`src/hdl/radio_core_pkg.sv`:
```
// shared types and address map; I/Q are signed 16-bit, and both slices decode the same window
package radio_core_pkg;

   // --------------------------------------------------
   // widths with a meaning
   // --------------------------------------------------
   typedef logic [31:0]        word_t;     // settings, gpio and misc words
   typedef logic [7:0]         set_addr_t; // settings and readback address
   typedef logic signed [15:0] iq_t;       // one I or Q component

   typedef struct packed {
      iq_t i;                              // upper 16 bits
      iq_t q;                              // lower 16 bits
   } sample_t;

   typedef struct packed {
      logic      stb;
      set_addr_t addr;
      word_t     data;
   } set_bus_t;

   typedef struct packed {
      logic      stb;
      set_addr_t addr;
   } rb_req_t;

   typedef struct packed {
      logic        stb;
      logic [63:0] data;
   } rb_resp_t;

   typedef struct packed {
      word_t out;
      word_t ddr;                          // 1 = pin driven
   } gpio_ctrl_t;

   typedef struct packed {
      logic [2:0] misc;
      logic       pps_present;
      logic       holdover;
      logic       lock;
      logic [1:0] lmk_status;
   } clk_status_t;

   // --------------------------------------------------
   // address map
   // --------------------------------------------------
   localparam set_addr_t SR_DB_BASE        = 8'd160;
   localparam set_addr_t SR_DB_GPIO_OUT    = 8'd0;   // offsets from SR_DB_BASE
   localparam set_addr_t SR_DB_GPIO_DDR    = 8'd1;
   localparam set_addr_t SR_FP_GPIO_OUT    = 8'd2;
   localparam set_addr_t SR_FP_GPIO_DDR    = 8'd3;
   localparam set_addr_t SR_MISC_OUT       = 8'd4;
   localparam set_addr_t SR_LEDS           = 8'd5;

   localparam set_addr_t RB_DB_BASE        = 8'd16;
   localparam set_addr_t RB_MISC_IN        = 8'd0;   // offsets from RB_DB_BASE
   localparam set_addr_t RB_DB_GPIO_IN     = 8'd1;
   localparam set_addr_t RB_FP_GPIO_IN     = 8'd2;
   localparam set_addr_t RB_CLK_STATUS     = 8'd3;

   localparam set_addr_t SR_TX_FE_BASE     = 8'd208;
   localparam set_addr_t SR_RX_FE_BASE     = 8'd224;
   localparam set_addr_t SR_FE_CHAN_OFFSET = 8'd16;

   // top level defaults
   localparam int NUM_DBOARDS_DEF         = 2;
   localparam int NUM_CHANNELS_PER_DB_DEF = 2;
   localparam int FP_GPIO_WIDTH           = 12;

endpackage

```
`src/hdl/pps_detect.sv`:
```
// i_pps may be asynchronous; presence drops PPS_TIMEOUT cycles after the last synchronized edge
`timescale 1ns/100ps

module pps_detect #(
   parameter int PPS_TIMEOUT = 200_000_000
)(
   input  logic radio_clk,
   input  logic i_rst,
   input  logic i_pps,
   output logic o_pps_present
);

   localparam int CNT_W = $clog2(PPS_TIMEOUT + 1);

   logic [1:0]       pps_sync;  // two-flop synchronizer
   logic             pps_d;
   logic [CNT_W-1:0] timeout_cnt;

   always_ff @(posedge radio_clk) begin
      if (i_rst) begin
         pps_sync    <= '0;
         pps_d       <= 1'b0;
         timeout_cnt <= '0;
      end else begin
         pps_sync <= {pps_sync[0], i_pps};
         pps_d    <= pps_sync[1];
         if (pps_sync[1] && !pps_d) begin
            timeout_cnt <= CNT_W'(PPS_TIMEOUT);  // rising edge reloads
         end else if (timeout_cnt != '0) begin
            timeout_cnt <= timeout_cnt - 1'b1;
         end
      end
   end

   assign o_pps_present = (timeout_cnt != '0);

endmodule

```
`src/hdl/symbol_modulator.sv`:
```
// 16 QPSK symbols per 32-bit word, no enable input; AMPLITUDE must fit in a signed 16-bit value
`timescale 1ns/100ps

module symbol_modulator import radio_core_pkg::*; #(
   parameter int NSYMB     = 8,
   parameter int AMPLITUDE = 8192
)(
   input  logic    radio_clk,
   input  logic    i_rst,
   input  word_t   i_tx_bits,
   output sample_t o_tx,
   output logic    o_tx_valid
);

   localparam int  HOLD_W  = (NSYMB > 1) ? $clog2(NSYMB) : 1;
   localparam iq_t AMP_POS = iq_t'(AMPLITUDE);
   localparam iq_t AMP_NEG = iq_t'(-AMPLITUDE);

   typedef enum logic [1:0] {
      IDLE,
      LATCH,
      SEND
   } state_t;

   state_t            state;
   logic [1:0]        idle_cnt;
   logic [3:0]        sym_idx;   // symbol within the frame
   logic [HOLD_W-1:0] hold_cnt;  // cycles spent on this symbol
   word_t             bits_q;
   logic [1:0]        sym_bits;
   logic              last_hold;
   logic              frame_end;

   assign last_hold = (hold_cnt == HOLD_W'(NSYMB - 1));
   assign frame_end = (state == SEND) && last_hold && (sym_idx == 4'd15);

   // --------------------------------------------------
   // FSM
   // --------------------------------------------------
   always_ff @(posedge radio_clk) begin
      if (i_rst) begin
         state    <= IDLE;
         idle_cnt <= '0;
         sym_idx  <= '0;
         hold_cnt <= '0;
      end else begin
         case (state)
            IDLE: begin
               idle_cnt <= idle_cnt + 1'b1;
               if (idle_cnt == 2'd3) begin
                  state <= LATCH;
               end
            end
            LATCH: begin
               sym_idx  <= '0;
               hold_cnt <= '0;
               state    <= SEND;
            end
            SEND: begin
               if (last_hold) begin
                  hold_cnt <= '0;
                  sym_idx  <= sym_idx + 1'b1;  // wraps into the next frame
               end else begin
                  hold_cnt <= hold_cnt + 1'b1;
               end
            end
            default: state <= IDLE;
         endcase
      end
   end

   // word captured at every frame start, back-to-back frames skip LATCH
   always_ff @(posedge radio_clk) begin
      if (state == LATCH || frame_end) begin
         bits_q <= i_tx_bits;
      end
   end

   // --------------------------------------------------
   // symbol mapping
   // --------------------------------------------------
   assign sym_bits   = bits_q[{sym_idx, 1'b0} +: 2];
   assign o_tx.i     = sym_bits[0] ? AMP_NEG : AMP_POS;  // bit 2k
   assign o_tx.q     = sym_bits[1] ? AMP_NEG : AMP_POS;  // bit 2k+1
   assign o_tx_valid = (state == SEND);

endmodule

```
`src/hdl/db_control.sv`:
```
// decodes only SR_DB_BASE+0..5 and RB_DB_BASE+0..3; other addresses write nothing and read 0
`timescale 1ns/100ps

module db_control import radio_core_pkg::*; (
   input  logic        radio_clk,
   input  logic        i_rst,
   input  set_bus_t    i_set,
   input  rb_req_t     i_rb_req,
   input  word_t       i_misc_in,
   input  word_t       i_db_gpio_in,
   input  word_t       i_fp_gpio_in,
   input  clk_status_t i_clock_status,
   output rb_resp_t    o_rb_resp,
   output gpio_ctrl_t  o_db_gpio,
   output gpio_ctrl_t  o_fp_gpio,
   output word_t       o_misc_out,
   output logic [2:0]  o_leds
);

   word_t misc_in_q;
   word_t rb_sel;

   // --------------------------------------------------
   // settings registers
   // --------------------------------------------------
   always_ff @(posedge radio_clk) begin
      if (i_rst) begin
         o_db_gpio  <= '0;
         o_fp_gpio  <= '0;
         o_misc_out <= '0;
         o_leds     <= '0;
      end else if (i_set.stb) begin
         case (i_set.addr)
            SR_DB_BASE + SR_DB_GPIO_OUT: o_db_gpio.out <= i_set.data;
            SR_DB_BASE + SR_DB_GPIO_DDR: o_db_gpio.ddr <= i_set.data;
            SR_DB_BASE + SR_FP_GPIO_OUT: o_fp_gpio.out <= i_set.data;
            SR_DB_BASE + SR_FP_GPIO_DDR: o_fp_gpio.ddr <= i_set.data;
            SR_DB_BASE + SR_MISC_OUT:    o_misc_out    <= i_set.data;
            SR_DB_BASE + SR_LEDS:        o_leds        <= i_set.data[2:0];  // {rx, txrx_tx, txrx_rx}
            default: ;                   // not ours
         endcase
      end
   end

   // misc input pipeline stage
   always_ff @(posedge radio_clk) begin
      misc_in_q <= i_misc_in;
   end

   // --------------------------------------------------
   // readback
   // --------------------------------------------------
   always_comb begin
      rb_sel = '0;
      case (i_rb_req.addr)
         RB_DB_BASE + RB_MISC_IN:    rb_sel = misc_in_q;
         RB_DB_BASE + RB_DB_GPIO_IN: rb_sel = i_db_gpio_in;
         RB_DB_BASE + RB_FP_GPIO_IN: rb_sel = i_fp_gpio_in;
         RB_DB_BASE + RB_CLK_STATUS: rb_sel = {24'd0, i_clock_status};
         default:                    rb_sel = '0;
      endcase
   end

   // response one cycle after the request, data sampled at request time
   always_ff @(posedge radio_clk) begin
      if (i_rst) begin
         o_rb_resp <= '0;
      end else begin
         o_rb_resp.stb  <= i_rb_req.stb;
         o_rb_resp.data <= {32'd0, rb_sel};
      end
   end

endmodule

```
`src/hdl/fe_control.sv`:
```
// one register per channel; TX channel 1 address equals RX channel 0 address, a write hits both
`timescale 1ns/100ps

module fe_control import radio_core_pkg::*; #(
   parameter int NUM_CHANNELS = NUM_CHANNELS_PER_DB_DEF
)(
   input  logic     radio_clk,
   input  logic     i_rst,
   input  set_bus_t i_set,
   input  sample_t  i_rx [NUM_CHANNELS],
   input  sample_t  i_tx,
   input  logic     i_tx_valid,
   output sample_t  o_rx [NUM_CHANNELS],
   output sample_t  o_tx [NUM_CHANNELS],
   output logic     o_tx_valid
);

   // signed add clamped to the 16-bit range
   function automatic iq_t sat_add(input iq_t a, input iq_t b);
      logic signed [16:0] sum;
      sum = a + b;
      if (sum[16] != sum[15]) begin
         return sum[16] ? 16'sh8000 : 16'sh7fff;
      end
      return sum[15:0];
   endfunction

   for (genvar c = 0; c < NUM_CHANNELS; c++) begin : g_chan
      localparam set_addr_t RX_ADDR = set_addr_t'(SR_RX_FE_BASE + c*SR_FE_CHAN_OFFSET);
      localparam set_addr_t TX_ADDR = set_addr_t'(SR_TX_FE_BASE + c*SR_FE_CHAN_OFFSET);

      sample_t rx_offset;  // I offset high, Q offset low
      logic    tx_swap;

      // --------------------------------------------------
      // channel settings
      // --------------------------------------------------
      always_ff @(posedge radio_clk) begin
         if (i_rst) begin
            rx_offset <= '0;
            tx_swap   <= 1'b0;
         end else if (i_set.stb) begin
            if (i_set.addr == RX_ADDR) begin
               rx_offset <= i_set.data;
            end
            if (i_set.addr == TX_ADDR) begin
               tx_swap <= i_set.data[0];  // upper bits ignored
            end
         end
      end

      // datapath, one register stage each way
      always_ff @(posedge radio_clk) begin
         o_rx[c].i <= sat_add(i_rx[c].i, rx_offset.i);
         o_rx[c].q <= sat_add(i_rx[c].q, rx_offset.q);
         if (tx_swap) begin
            o_tx[c].i <= i_tx.q;
            o_tx[c].q <= i_tx.i;
         end else begin
            o_tx[c] <= i_tx;
         end
      end
   end

   // valid tracks the tx register stage
   always_ff @(posedge radio_clk) begin
      if (i_rst) begin
         o_tx_valid <= 1'b0;
      end else begin
         o_tx_valid <= i_tx_valid;
      end
   end

endmodule

```
`src/hdl/radio_core.sv`:
```
// radio clock domain only; settings and readback come in as ports, TX pins carry channel 0 only
`timescale 1ns/100ps

module radio_core import radio_core_pkg::*; #(
   parameter int NUM_DBOARDS         = NUM_DBOARDS_DEF,
   parameter int NUM_CHANNELS_PER_DB = NUM_CHANNELS_PER_DB_DEF,
   parameter int NSYMB               = 8,
   parameter int AMPLITUDE           = 8192,
   parameter int PPS_TIMEOUT         = 200_000_000  // about 1 s at 200 MHz
)(
   input  logic        radio_clk,
   input  logic        i_rst,
   input  set_bus_t    i_set        [NUM_DBOARDS],
   input  rb_req_t     i_rb_req     [NUM_DBOARDS],
   input  sample_t     i_rx         [NUM_DBOARDS],
   input  word_t       i_db_gpio_in [NUM_DBOARDS],
   input  word_t       i_misc_in    [NUM_DBOARDS],
   input  word_t       i_fp_gpio_in,
   input  logic        i_pps,
   input  clk_status_t i_clock_status,
   output rb_resp_t    o_rb_resp    [NUM_DBOARDS],
   output gpio_ctrl_t  o_db_gpio    [NUM_DBOARDS],
   output word_t       o_misc_out   [NUM_DBOARDS],
   output logic [2:0]  o_radio_led  [NUM_DBOARDS],
   output gpio_ctrl_t  o_fp_gpio,
   output sample_t     o_tx         [NUM_DBOARDS],
   output logic        o_tx_valid,
   output sample_t     o_rx         [NUM_DBOARDS*NUM_CHANNELS_PER_DB]
);

   localparam word_t FP_GPIO_MASK = word_t'((64'd1 << FP_GPIO_WIDTH) - 1);

   logic        pps_present;
   clk_status_t clk_status;
   sample_t     mod_tx;
   logic        mod_valid;
   gpio_ctrl_t  db_gpio_r  [NUM_DBOARDS];
   gpio_ctrl_t  fp_gpio_r  [NUM_DBOARDS];
   word_t       misc_out_r [NUM_DBOARDS];
   logic        tx_valid_r [NUM_DBOARDS];  // identical per slice, slice 0 drives the pin

   pps_detect #(.PPS_TIMEOUT(PPS_TIMEOUT)) pps_detect_i (
      .radio_clk     (radio_clk),
      .i_rst         (i_rst),
      .i_pps         (i_pps),
      .o_pps_present (pps_present)
   );

   always_comb begin
      clk_status             = i_clock_status;
      clk_status.pps_present = pps_present;  // external pps bit is ignored
   end

   // modulator always owns the TX path, fed by slice 0 fp gpio word
   symbol_modulator #(.NSYMB(NSYMB), .AMPLITUDE(AMPLITUDE)) symbol_modulator_i (
      .radio_clk  (radio_clk),
      .i_rst      (i_rst),
      .i_tx_bits  (fp_gpio_r[0].out),
      .o_tx       (mod_tx),
      .o_tx_valid (mod_valid)
   );

   // --------------------------------------------------
   // daughterboard slices
   // --------------------------------------------------
   for (genvar d = 0; d < NUM_DBOARDS; d++) begin : g_slice
      sample_t rx_in  [NUM_CHANNELS_PER_DB];
      sample_t rx_out [NUM_CHANNELS_PER_DB];
      sample_t tx_out [NUM_CHANNELS_PER_DB];

      db_control db_control_i (
         .radio_clk      (radio_clk),
         .i_rst          (i_rst),
         .i_set          (i_set[d]),
         .i_rb_req       (i_rb_req[d]),
         .i_misc_in      (i_misc_in[d]),
         .i_db_gpio_in   (i_db_gpio_in[d]),
         .i_fp_gpio_in   (i_fp_gpio_in),
         .i_clock_status (clk_status),
         .o_rb_resp      (o_rb_resp[d]),
         .o_db_gpio      (db_gpio_r[d]),
         .o_fp_gpio      (fp_gpio_r[d]),
         .o_misc_out     (misc_out_r[d]),
         .o_leds         (o_radio_led[d])
      );

      fe_control #(.NUM_CHANNELS(NUM_CHANNELS_PER_DB)) fe_control_i (
         .radio_clk  (radio_clk),
         .i_rst      (i_rst),
         .i_set      (i_set[d]),
         .i_rx       (rx_in),
         .i_tx       (mod_tx),
         .i_tx_valid (mod_valid),
         .o_rx       (rx_out),
         .o_tx       (tx_out),
         .o_tx_valid (tx_valid_r[d])
      );

      for (genvar c = 0; c < NUM_CHANNELS_PER_DB; c++) begin : g_chan
         assign rx_in[c] = i_rx[d];  // one adc stream feeds every channel
         assign o_rx[d*NUM_CHANNELS_PER_DB + c] = rx_out[c];
      end

      assign o_tx[d] = tx_out[0];
   end

   assign o_tx_valid = tx_valid_r[0];

   // pin output registers
   always_ff @(posedge radio_clk) begin
      if (i_rst) begin
         o_fp_gpio <= '0;
         for (int d = 0; d < NUM_DBOARDS; d++) begin
            o_db_gpio[d]  <= '0;
            o_misc_out[d] <= '0;
         end
      end else begin
         o_fp_gpio.out <= fp_gpio_r[0].out & FP_GPIO_MASK;
         o_fp_gpio.ddr <= fp_gpio_r[0].ddr & FP_GPIO_MASK;
         for (int d = 0; d < NUM_DBOARDS; d++) begin
            o_db_gpio[d]  <= db_gpio_r[d];
            o_misc_out[d] <= misc_out_r[d];
         end
      end
   end

endmodule

```
`config.mk`:
```
export PLATFORM = sky130hd
export DESIGN_NAME = radio_core
export DESIGN_NICKNAME = d
export VERILOG_FILES = /design/src/hdl/radio_core_pkg.sv /design/src/hdl/pps_detect.sv /design/src/hdl/symbol_modulator.sv /design/src/hdl/db_control.sv /design/src/hdl/fe_control.sv /design/src/hdl/radio_core.sv
export SDC_FILE = /design/constraint.sdc
export NUM_CORES = 2
export LEC_CHECK = 0
export ABC_AREA = 1
export BUFFER_PORTS_ARGS = -buffer_cell sky130_fd_sc_hd__buf_2
export CORE_AREA = 4 4 351 353
export CTS_BUF_LIST = sky130_fd_sc_hd__clkbuf_4 sky130_fd_sc_hd__clkbuf_8
export CTS_CLUSTER_SIZE = 28
export DETAILED_ROUTE_END_ITERATION = 12
export DIE_AREA = 0 0 355 357
export PLACE_DENSITY_LB_ADDON = 0.12
export SKIP_LAST_GASP = 1
export SLEW_MARGIN = 20
export SYNTH_ARGS = -nofsm -noshare
export SYNTH_HDL_FRONTEND = slang
export SYNTH_SLANG_ARGS = --single-unit
```
`constraint.sdc`:
```
create_clock -name radio_clk -period 8.28 [get_ports radio_clk]
set_clock_uncertainty 0.2 [all_clocks]
set_input_delay 0.828 -clock radio_clk [delete_from_list [all_inputs] [get_ports radio_clk]]
set_output_delay 0.828 -clock radio_clk [all_outputs]
set_load 0.05 [all_outputs]
```
==> impl_metrics.yaml <==
cts:
  clkSlewWorstSetupHoldPaths_ns: 0.06
  clockBufferDepth: 3
  cts_tree: "built"
  cts_htree_levels: 4
  numClockSinks: 925
  cts_buffers: 168
  root_buffer: "clkbuf_8"
  cts-resized-gates: 0
  clk_latency_ns: 0.88
yosys:
  synth_fa_ha_area_frac: 0.0490
  ys_seq_elements: 925
  synth.top_cells.by_area: "dfxtp_1, nand2_1, nor2_1"
  synth_common_cells: "nand2_1, dfxtp_1, nor2_1, inv_1, a21oi_1"
  synth_top_area_cell: "dfxtp_1"
  synth_edf_count: 32
  yosysUniqueCellTypes: 44
  ys_seq_area_frac: 0.493
  synth_area_um2: 38200
  ys.flop_type: "dfxtp_1"
  synth_most_common_cell: "nand2_1"
  synthArstFlopShare: 0
  synth-xor-area-share: 0.0215
  syn_avg_cell_area_um2: 7.85
  synth_compound_area_frac: 0.124
  synth_mux_area_frac: 0
  synth_top_family_by_area: "simple AND/OR/NAND/NOR gates"
  netlist_instances: 4869
  synth_simple_gate_area_share: 0.202
  synth_warnings: 0
  synth.top_cell.area_share: 0.467
detailed_routing:
  ant_nets: 0
  drtIter0Drc: 2033
  firstDrtPassIters: 5
  vias: 33600
  viasPerCell: 4.44
  drc: 0
  wl_per_cell_um: 17.7
  drt_wl_total_mm: 134
layout:
  area_growth_pct: 26.8
  drive_above_1_share: 0.192
  regArea_um2: 18800
  multi_input_area_um2: 15800
  finalNetCount: 6297
  nFillCells: 12700
  post-route-util: 0.405
min_path:
  min-delay-path-class: "in -> reg"
grt:
  grt_pass1_vias: 32900
  grt_pass1_wl_mm: 199
  antenna_found_initial: 19
  grt-ovfl-total: 0
  grt_usage: 0.204
  grt_max_degree: 185
run:
  cap_viol_max_count: 0
place:
  gp_congestion: 0.879
  hpwl_mm: 98.7
  numPortBuffers: 758
setup_path:
  arrival_ns: 4.17
  worstSetupEndpointType: "flip-flop"
  worstSetupPathType: "reg -> reg"
  crit_buf_inv: 2
  worst_path_max_delay_cell: "nor2_1"
  cp_slowest_stage_delay_ns: 0.80
  cp_cell_sequence: "nor2_1 -> nand2_1 -> nor2_1 -> nand2_1 -> nor2_1 -> inv_1 -> nand2_1 -> a41oi_1 -> dlygate4sd3_1"
  startpoint_type: "flip-flop"
  crit_fanout: 20
  required_ns: 8.83
  cpLargestDelayFamily: "simple AND/OR/NAND/NOR gates"
die:
  die_h_um: 357
  die_area_um2: 127000
  rows: 127
  start_util: 0.319
  io-pin-count: 920
  coreArea_um2: 120000
  die_w_um: 355
timing:
  period_needed_ns: 3.62
  relSlewSlack: 0.286
  tns_ns: 0
  finalSetupViolCount: 0
  finalCritPeriodShare: 0.437
  hold_viol: 0
  drv_slew: 0
  worst_pin_slew_ns: 1.07
  hold_ws_ns: 0.115
  fmax_mhz: 276
  rsz0062_at_grt: "no"
power_and_ir_drop:
  report.power.total_uw: 11100
  power.density_nw_per_um2: 228
  vdd_drop_max_mv: 0.152
  p_leak_uw: 0.0240
outcome:
  status: "completed"
-- cells in the final DEF, fill, tap and decap left out, types with 13 or more instances in the layout --
master         instances
a211oi_1              19
a211oi_2              28
a21oi_1              394
buf_2                757
buf_4                 26
clkbuf_4              43
clkbuf_8             221
clkinv_2              13
conb_1               160
dfxtp_1              893
diode_2               15
dlygate4sd3_1        183
edfxtp_1              32
ha_1                 137
inv_1                580
nand2_1             1045
nand3_1              135
nand3b_1              19
nand4_1               28
nor2_1               594
nor3_1                37
o211ai_1              18
o21ai_0              328
o21ai_1               28
o21bai_1              24
xnor2_1               32
xor2_1                62
-- through the flow --
| step | instances | area [um^2] | worst slack (ns) |
|---|---|---|---|
| after floorplan | 5027 | 38800 | 5.21 |
| after global placement | 7076 | 42900 | 4.61 |
| after detailed placement | 7076 | 42900 | 4.57 |
| after CTS | 7559 | 48400 | 4.66 |
| after global routing | 7570 | 48500 | 4.39 |
| final | 7574 | 48500 | 4.66 |
-- worst paths after layout --
kind	start	end	slack [ns]	depth (start not counted)
max	pps_detect_i.timeout_cnt[12]	g_slice[1].db_control_i.o_rb_resp[4]	4.66	9
min	i_set[9]	g_slice[1].fe_control_i.g_chan[1].rx_offset[9]	0.11	3
max reg2reg	pps_detect_i.timeout_cnt[12]	g_slice[1].db_control_i.o_rb_resp[4]	4.66	9
min reg2reg	g_slice[0].db_control_i.o_db_gpio[50]	o_db_gpio[114]	0.20	2
-- per-layer routing --
metal | vias to the layer above | part of all wire | track usage
met3 | 225 | 0.066 | 0.0529
met2 | 958 | 0.46 | 0.336
met4 | 4 | 0.030 | 0.0710
li1 | 17100 | - | -
met1 | 15400 | 0.44 | 0.259
met5 | - | 0.00022 | 0
-- cell type report --
class,count,area share
well taps,1612,0.0416
multi-input cells,3168,0.326
repair buffers,967,0.120
clock inverters,36,0.00759
clock buffers,264,0.0694
flip-flops and latches,925,0.389
diodes,15,0.000774
inverters,587,0.0456
-- flip-flops by register name (all words and copies together), names as in the netlist, 44 cells and up --
register,count
o_db_gpio,128
o_misc_out,64
g_slice.db_control_i.misc_in_q,64
g_slice.db_control_i.o_fp_gpio,44
g_slice.db_control_i.o_misc_out,64
g_slice.db_control_i.o_rb_resp,66
g_slice.fe_control_i.g_chan.rx_offset,128
g_slice.fe_control_i.o_rx,128
g_slice.db_control_i.o_db_gpio,128
-- logic make-up after synthesis --
family                     Yosys count
AOI/OAI and AO/OA                  864
buffers and inverters              934
and+or+nand+nor                   1905
adders and majority gates          145
other                                2
DFF                                925
xor gates and xnor gates            94
-- power breakdown --
| part | switching (uW) | internal, uW | total (uW) | leakage, uW |
|---|---|---|---|---|
| Clock | 2000 | 2740 | 4740 | 0.00198 |
| Combinational | 1130 | 436 | 1570 | 0.0145 |
| Sequential | 90.3 | 4660 | 4750 | 0.00758 |
| Total | 3220 | 7840 | 11100 | 0.0240 |
-- worst register-to-register path, cell delays in order, from the launching register on --
cell           delay (ns)
dfxtp_1              0.33
nor2_1               0.17
nand2_1              0.09
nor2_1               0.31
nand2_1              0.11
nor2_1               0.80
inv_1                0.64
nand2_1              0.19
a41oi_1              0.10
dlygate4sd3_1        0.57
-- repair_timing --
item,CTS,global route
endpoints found under the hold margin,162,0
hold buffers,183,0
buffers inserted,0,0
Note: power is estimated with default switching activity, not from simulation.
